--- config.mk ---
export PLATFORM = sky130hd
export DESIGN_NAME = cdb_top
export DESIGN_NICKNAME = d
export VERILOG_FILES = /design/src/rtl/cdb_pkg.sv /design/src/rtl/fu_result_queue.sv /design/src/rtl/cdb_arbiter.sv /design/src/rtl/cdb.sv /design/src/rtl/arch_reg_file.sv /design/src/rtl/cdb_top.sv
export SDC_FILE = /design/constraint.sdc
export NUM_CORES = 2
export LEC_CHECK = 0
export ABC_AREA = 1
export BUFFER_PORTS_ARGS = -buffer_cell sky130_fd_sc_hd__buf_4
export CAP_MARGIN = 40
export CORE_UTILIZATION = 50
export DETAILED_ROUTE_END_ITERATION = 10
export GPL_ROUTABILITY_DRIVEN = 0
export HOLD_SLACK_MARGIN = 0.08
export PLACE_DENSITY = 0.77
export SKIP_LAST_GASP = 1
export SLEW_MARGIN = 20
export SYNTH_ARGS = -nofsm -noshare
export SYNTH_HDL_FRONTEND = slang
export SYNTH_SLANG_ARGS = --single-unit
export TNS_END_PERCENT = 30
--- constraint.sdc ---
create_clock -name clk -period 6.85 [get_ports clk]
set_clock_uncertainty 0.05 [all_clocks]
set_input_delay 1.0275 -clock clk [delete_from_list [all_inputs] [get_ports clk]]
set_output_delay 1.0275 -clock clk [all_outputs]
set_load 0.02 [all_outputs]
--- src/rtl/cdb_pkg.sv ---
`default_nettype none

package cdb_pkg;

    // Width of a result word
    localparam int XLEN = 32;

    // Result value carried on the bus
    typedef logic [XLEN-1:0] word_t;

    // Reorder buffer entry index
    typedef logic [4:0] rob_tag_t;

    // Architectural register index
    typedef logic [4:0] reg_addr_t;

    // Functional unit index, room for up to 8 units
    typedef logic [2:0] fu_sel_t;

    // Default number of functional units feeding the bus
    localparam int NUM_FU_DEFAULT = 5;

    // Default number of entries per result queue
    localparam int QUEUE_DEPTH_DEFAULT = 2;

endpackage

`default_nettype wire

--- src/rtl/fu_result_queue.sv ---
`timescale 1ns/1ps
`default_nettype none

module fu_result_queue #(
    parameter int QUEUE_DEPTH = cdb_pkg::QUEUE_DEPTH_DEFAULT
) (
    input  logic               clk,
    input  logic               rst_n,
    input  logic               in_valid,
    output logic               in_ready,
    input  cdb_pkg::rob_tag_t  in_tag,
    input  cdb_pkg::reg_addr_t in_addr,
    input  cdb_pkg::word_t     in_value,
    output logic               out_valid,
    input  logic               pop,
    output cdb_pkg::rob_tag_t  out_tag,
    output cdb_pkg::reg_addr_t out_addr,
    output cdb_pkg::word_t     out_value
);
    import cdb_pkg::*;

    // Pointer needs at least one bit even for a single entry
    localparam int PTR_W = (QUEUE_DEPTH > 1) ? $clog2(QUEUE_DEPTH) : 1;
    localparam int CNT_W = $clog2(QUEUE_DEPTH + 1);

    // Entry storage
    rob_tag_t  tag_mem   [QUEUE_DEPTH];
    reg_addr_t addr_mem  [QUEUE_DEPTH];
    word_t     value_mem [QUEUE_DEPTH];

    logic [PTR_W-1:0] wr_ptr;
    logic [PTR_W-1:0] rd_ptr;
    logic [CNT_W-1:0] count;
    logic             full;
    logic             push;
    logic             do_pop;

    assign full      = (count == CNT_W'(QUEUE_DEPTH));
    assign out_valid = (count != '0);
    // A full queue still takes a result when the head leaves this cycle
    assign in_ready  = !full || pop;
    assign push      = in_valid && in_ready;
    // Pop only counts when there is a head to consume
    assign do_pop    = pop && out_valid;

    // Oldest entry is always at the head
    assign out_tag   = tag_mem[rd_ptr];
    assign out_addr  = addr_mem[rd_ptr];
    assign out_value = value_mem[rd_ptr];

    // Pointers and occupancy
    always_ff @(posedge clk or negedge rst_n) begin
        if (!rst_n) begin
            wr_ptr <= '0;
            rd_ptr <= '0;
            count  <= '0;
        end else begin
            if (push) begin
                wr_ptr <= (wr_ptr == PTR_W'(QUEUE_DEPTH - 1)) ? '0 : wr_ptr + 1'b1;
            end
            if (do_pop) begin
                rd_ptr <= (rd_ptr == PTR_W'(QUEUE_DEPTH - 1)) ? '0 : rd_ptr + 1'b1;
            end
            // Simultaneous push and pop leaves the count unchanged
            case ({push, do_pop})
                2'b10:   count <= count + 1'b1;
                2'b01:   count <= count - 1'b1;
                default: count <= count;
            endcase
        end
    end

    // Write the accepted result at the tail
    always_ff @(posedge clk) begin
        if (push) begin
            tag_mem[wr_ptr]   <= in_tag;
            addr_mem[wr_ptr]  <= in_addr;
            value_mem[wr_ptr] <= in_value;
        end
    end

endmodule

`default_nettype wire

--- src/rtl/cdb_arbiter.sv ---
`timescale 1ns/1ps
`default_nettype none

module cdb_arbiter #(
    parameter int NUM_FU = cdb_pkg::NUM_FU_DEFAULT
) (
    input  logic              clk,
    input  logic              rst_n,
    input  logic [NUM_FU-1:0] req,
    output logic              grant_valid,
    output cdb_pkg::fu_sel_t  grant
);
    import cdb_pkg::*;

    // Unit with highest priority this cycle
    fu_sel_t ptr;

    // Search from the pointer upward with wrap
    // First requester found wins
    always_comb begin
        int idx;
        grant_valid = 1'b0;
        grant       = '0;
        idx         = 0;
        for (int k = 0; k < NUM_FU; k++) begin
            idx = (int'(ptr) + k) % NUM_FU;
            if (!grant_valid && req[idx]) begin
                grant_valid = 1'b1;
                grant       = fu_sel_t'(idx);
            end
        end
    end

    // Priority moves past the winner
    // A unit that keeps requesting waits at most NUM_FU-1 grants
    always_ff @(posedge clk or negedge rst_n) begin
        if (!rst_n) begin
            ptr <= '0;
        end else if (grant_valid) begin
            if (grant == fu_sel_t'(NUM_FU - 1)) begin
                ptr <= '0;
            end else begin
                ptr <= grant + 1'b1;
            end
        end
    end

endmodule

`default_nettype wire

--- src/rtl/cdb.sv ---
`timescale 1ns/1ps
`default_nettype none

module cdb #(
    parameter int NUM_FU = cdb_pkg::NUM_FU_DEFAULT
) (
    input  logic                            clk,
    input  logic                            rst_n,
    input  logic                            select_flag,
    input  cdb_pkg::fu_sel_t                select,
    input  cdb_pkg::rob_tag_t  [NUM_FU-1:0] in_tag,
    input  cdb_pkg::reg_addr_t [NUM_FU-1:0] in_addr,
    input  cdb_pkg::word_t     [NUM_FU-1:0] in_value,
    output logic                            bcast_valid,
    output cdb_pkg::rob_tag_t               bcast_tag,
    output cdb_pkg::reg_addr_t              bcast_addr,
    output cdb_pkg::word_t                  bcast_value
);
    import cdb_pkg::*;

    // Chosen result before the output flops
    rob_tag_t  sel_tag;
    reg_addr_t sel_addr;
    word_t     sel_value;

    // Result mux driven by the arbiter grant
    always_comb begin
        if (select_flag && (int'(select) < NUM_FU)) begin
            sel_tag   = in_tag[select];
            sel_addr  = in_addr[select];
            sel_value = in_value[select];
        end else begin
            // Idle bus carries zeros
            sel_tag   = '0;
            sel_addr  = '0;
            sel_value = '0;
        end
    end

    // Bus driven from flops
    // Each grant gives exactly one broadcast cycle
    always_ff @(posedge clk or negedge rst_n) begin
        if (!rst_n) begin
            bcast_valid <= 1'b0;
            bcast_tag   <= '0;
            bcast_addr  <= '0;
            bcast_value <= '0;
        end else begin
            bcast_valid <= select_flag;
            bcast_tag   <= sel_tag;
            bcast_addr  <= sel_addr;
            bcast_value <= sel_value;
        end
    end

endmodule

`default_nettype wire

--- src/rtl/arch_reg_file.sv ---
`timescale 1ns/1ps
`default_nettype none

module arch_reg_file (
    input  logic               clk,
    input  logic               rst_n,
    input  logic               wr_en,
    input  cdb_pkg::reg_addr_t wr_addr,
    input  cdb_pkg::word_t     wr_data,
    input  cdb_pkg::reg_addr_t rd_addr,
    output cdb_pkg::word_t     rd_data
);
    import cdb_pkg::*;

    // One register per address value
    localparam int NUM_REGS = 1 << $bits(reg_addr_t);

    word_t regs [NUM_REGS];

    // Broadcast writes the destination register
    // Register zero never takes a write
    always_ff @(posedge clk or negedge rst_n) begin
        if (!rst_n) begin
            for (int r = 0; r < NUM_REGS; r++) begin
                regs[r] <= '0;
            end
        end else if (wr_en && (wr_addr != '0)) begin
            regs[wr_addr] <= wr_data;
        end
    end

    // Combinational read
    // Register zero is hardwired to zero
    always_comb begin
        if (rd_addr == '0) begin
            rd_data = '0;
        end else begin
            rd_data = regs[rd_addr];
        end
    end

endmodule

`default_nettype wire

--- src/rtl/cdb_top.sv ---
`timescale 1ns/1ps
`default_nettype none

module cdb_top #(
    parameter int NUM_FU      = cdb_pkg::NUM_FU_DEFAULT,
    parameter int QUEUE_DEPTH = cdb_pkg::QUEUE_DEPTH_DEFAULT
) (
    input  logic                            clk,
    input  logic                            rst_n,
    input  logic               [NUM_FU-1:0] fu_valid,
    output logic               [NUM_FU-1:0] fu_ready,
    input  cdb_pkg::rob_tag_t  [NUM_FU-1:0] fu_tag,
    input  cdb_pkg::reg_addr_t [NUM_FU-1:0] fu_addr,
    input  cdb_pkg::word_t     [NUM_FU-1:0] fu_value,
    output logic                            bcast_valid,
    output cdb_pkg::rob_tag_t               bcast_tag,
    output cdb_pkg::reg_addr_t              bcast_addr,
    output cdb_pkg::word_t                  bcast_value,
    input  cdb_pkg::reg_addr_t              rd_addr,
    output cdb_pkg::word_t                  rd_data
);
    import cdb_pkg::*;

    // Queue heads seen by the arbiter and the bus mux
    logic      [NUM_FU-1:0] head_valid;
    rob_tag_t  [NUM_FU-1:0] head_tag;
    reg_addr_t [NUM_FU-1:0] head_addr;
    word_t     [NUM_FU-1:0] head_value;
    logic      [NUM_FU-1:0] head_pop;

    logic    grant_valid;
    fu_sel_t grant;

    // One result queue per functional unit
    for (genvar i = 0; i < NUM_FU; i++) begin : g_queue
        // Granted queue hands its head to the bus
        assign head_pop[i] = grant_valid && (grant == fu_sel_t'(i));

        fu_result_queue #(
            .QUEUE_DEPTH (QUEUE_DEPTH)
        ) i_queue (
            .clk       (clk),
            .rst_n     (rst_n),
            .in_valid  (fu_valid[i]),
            .in_ready  (fu_ready[i]),
            .in_tag    (fu_tag[i]),
            .in_addr   (fu_addr[i]),
            .in_value  (fu_value[i]),
            .out_valid (head_valid[i]),
            .pop       (head_pop[i]),
            .out_tag   (head_tag[i]),
            .out_addr  (head_addr[i]),
            .out_value (head_value[i])
        );
    end

    // Round-robin choice among non-empty queues
    cdb_arbiter #(
        .NUM_FU (NUM_FU)
    ) i_arbiter (
        .clk         (clk),
        .rst_n       (rst_n),
        .req         (head_valid),
        .grant_valid (grant_valid),
        .grant       (grant)
    );

    // Registered broadcast of the granted head
    cdb #(
        .NUM_FU (NUM_FU)
    ) i_cdb (
        .clk         (clk),
        .rst_n       (rst_n),
        .select_flag (grant_valid),
        .select      (grant),
        .in_tag      (head_tag),
        .in_addr     (head_addr),
        .in_value    (head_value),
        .bcast_valid (bcast_valid),
        .bcast_tag   (bcast_tag),
        .bcast_addr  (bcast_addr),
        .bcast_value (bcast_value)
    );

    // Register file snoops the bus
    arch_reg_file i_reg_file (
        .clk     (clk),
        .rst_n   (rst_n),
        .wr_en   (bcast_valid),
        .wr_addr (bcast_addr),
        .wr_data (bcast_value),
        .rd_addr (rd_addr),
        .rd_data (rd_data)
    );

endmodule

`default_nettype wire

==> metrics <==
DR vias/cell=5.95; Design Area, Final=0.0750 mm²; top cell type's share of synthesized area=0.412; syn nets=7562; main combinational cell family by area after synthesis=compound AO/OA/AOI/OAI gates; Compound-Gate Fraction of Synth Area=0.177; Starting DRT DRC Count=7483; VDD IR-drop max=1.17 mV; initial antenna violation count=19; top cell type by total area after synthesis=dfrtp_1; Slowest cell on crit path=dfrtp_1; crit path kind=flip-flop to output port; Buffers & Inverters on Critical Path=6; CTS root buf=clkbuf_16; Clock Pin Slew Worst Setup and Hold Paths=0.06 ns; path type of the worst min-delay path=input port to async pin; CTS tree=done; CP peak stage delay=0.50 ns; core area=0.131 mm²; Fmax=155 MHz; Seq cells post-synth=1510; unique cell type count in the Yosys netlist=44; num rows=133; Area contributors post-synth=dfrtp_1, edfxtp_1, o21ai_0; DP Area=0.0698 mm²; cell with the most instances after synthesis=nand2_1; FF-to-FF setup slack=0.97 ns; hold_buf cts=0; # fillers=10.9k; Worst R2R Path Depth=33; Clk Latency, worst-skew pair=0.79 ns; TritonCTS Buffers=150; Ports=302; number of H-tree levels=4; vias in the first global route=51.3k; MaxCap Viol Count=0; worst rel slew slack=0.317; reg2reg start=i_arbiter.ptr[1]; overall routing resource usage=0.297; non-filler cells, final=9173; Worst Setup Start Kind=flip-flop; Buffers on Ports=301; Avg WL per Cell=22.0 µm; Post-Synth XOR/XNOR Area=0.00266; status=complete, no violations; Period minus WS final=6.44 ns; layout cells sized above 1=0.103; CTS max path bufs=3; width of the die=366 µm; reg2reg end=g_queue[2].i_queue.value_mem[1][19]; sequential share of the synthesized area=0.602; worst slew pin tran=1.02 ns; CP Capture Type=output port; Final Cycle Share=0.940; Crit path max-delay family=simple AND/OR/NAND/NOR gates; synthesis-to-layout area growth=13.2%; commonest cells in the netlist=nand2_1, o21ai_0, dfrtp_1; adder-cell area share of the yosys netlist=0.00510; Leakage=32.5 nW; Hold WS=0.301 ns; CP Data Arrival Time=5.36 ns; most used cell, CP=nand2_1; syn avg cell area=9.06 µm²; GRT Residual Overflow=0; fraction of synthesized area in multiplexers=0.000756; first-pass iteration count of the detailed router=7; ANT nets after route=0; CP max FO=15; Post-synth top flop=dfrtp_1; Synth Instances=7313; Post-Synth Simple-Gate Area=0.155; EDFF count, synth=420; largest net degree at the start of global routing=173; mapped cell area=0.0662 mm²; clk sink count=1510; Final setup violation count=0; Yosys warning total=0; Residual DRC=0; global-route wire length before repair=307000 µm; Via Count=54.5k; Final nets=7541; Post-Route WL=201000 µm; Overall Power=44.5 mW; async set or reset register ratio after synthesis=0.722; Final Max Tran Viols=0; total placed cells including tap cells=8874; Required @ worst endpoint=5.77 ns; DIE AREA=0.134 mm²; DIE HEIGHT=366 µm; cell area power density=593 mW/mm²; final hold vios=0; dpl hpwl=122000 µm; initial core utilization=0.504
[where the power goes]
group	total, mW	internal, mW	leakage [nW]	switching, mW
combinational	20.7	6.31	12.8	14.3
sequential	15.6	13.5	17.3	2.14
clock	8.17	4.65	2.36	3.52
total	44.5	24.5	32.5	20.0
[kinds of logic (layout without fill, tap and decap cells)]
| group | Yosys count | in the layout |
|---|---|---|
| muxes | 5 | 5 |
| other | 0 | 5 |
| adders and majority gates | 27 | 27 |
| buffers and inverters | 970 | 1070 |
| xor gates and xnor gates | 18 | 18 |
| AOI/OAI and AO/OA | 2185 | 2185 |
| and+or+nand+nor | 2598 | 2598 |
| DFF | 1510 | 1510 |
[metrics by stage]
stage                     setup TNS, ns   util  setup WS, ns
after floorplan                       0      -         0.436
after global placement                0  0.529          1.10
after detailed placement              0  0.531         0.946
after CTS                             0  0.567         0.300
after global routing            -0.0391  0.570       -0.0200
final                                 0  0.571         0.414
[area by class of cell]
class | instances | area [µm²] | area share
flip-flops and latches | 1510 | 39900 | 0.532
clock buffers | 223 | 4330 | 0.0578
repair buffers | 454 | 3940 | 0.0525
diodes | 5 | 12.5 | 0.000167
well taps | 1755 | 2200 | 0.0293
multi-input cells | 4833 | 22800 | 0.304
clock inverters | 50 | 489 | 0.00652
inverters | 343 | 1310 | 0.0175
[worst max path at each step]
stage,start,to,slack (ns),cells past startpoint
2_1_floorplan,i_arbiter.ptr[0],g_queue[0].i_queue.addr_mem[1][0],0.44,32
3_3_place_gp,i_arbiter.ptr[0],g_queue[2].i_queue.value_mem[1][23],1.10,36
3_5_place_dp,i_arbiter.ptr[0],g_queue[2].i_queue.value_mem[1][23],0.95,34
4_1_cts,i_arbiter.ptr[0],fu_ready[0],0.30,32
5_1_grt,i_arbiter.ptr[1],fu_ready[0],-0.02,31
6_report,i_arbiter.ptr[1],fu_ready[0],0.41,31
[timing repair]
| item | in CTS | in global routing |
|---|---|---|
| setup endpoints to repair | 0 | 5 |
| gates resized for setup | 0 | 3 |
| setup buffers | 0 | 1 |
[placed cells by master, fill, tap and decap left out, types with 11 or more instances in the layout]
cell and instances:
edfxtp_1 420, clkbuf_8 20, nand2_1 1528, nand3_2 14
o22ai_1 21, clkinv_1 14, clkinv_2 22, o311ai_0 16
a21oi_1 570, o211ai_1 157, buf_12 28, clkbuf_1 48
nor2_1 704, dfrtp_1 1088, o221ai_1 43, ha_1 26
nand3_1 287, a31oi_1 54, nor2_4 23, o21ai_0 1306
nand2_2 11, inv_2 12, clkbuf_16 155, buf_4 411
inv_1 318
[metal layers]
metal / vias up / track usage / routed length (µm)
met2: 3238 / 0.451 / 90700
met4: 28 / 0.120 / 8010
met5: - / 0 / 197
met1: 26200 / 0.410 / 77200
li1: 24500 / - / -
met3: 560 / 0.0720 / 25300
[worst reg2reg max path, delay by kind of cell, from the launching register on]
| kind | cells | cell delay, ns |
|---|---|---|
| fa+ha+maj | 5 | 1.09 |
| buf+inv | 6 | 0.86 |
| xor+xnor | 1 | 0.22 |
| simple gates | 21 | 2.85 |
| flops | 1 | 0.50 |
[sequential cells by signal (all words and copies together) (netlist names)]
signal,cells
g_queue.i_queue.addr_mem,50
g_queue.i_queue.count,10
g_queue.i_queue.rd_ptr,5
g_queue.i_queue.tag_mem,50
g_queue.i_queue.value_mem,320
g_queue.i_queue.wr_ptr,5
i_arbiter.ptr,3
i_cdb.bcast_addr,5
i_cdb.bcast_tag,5
i_cdb.bcast_valid,1
i_cdb.bcast_value,32
i_reg_file.regs,1024
No activity file was read; power rests on OpenSTA's default activity.
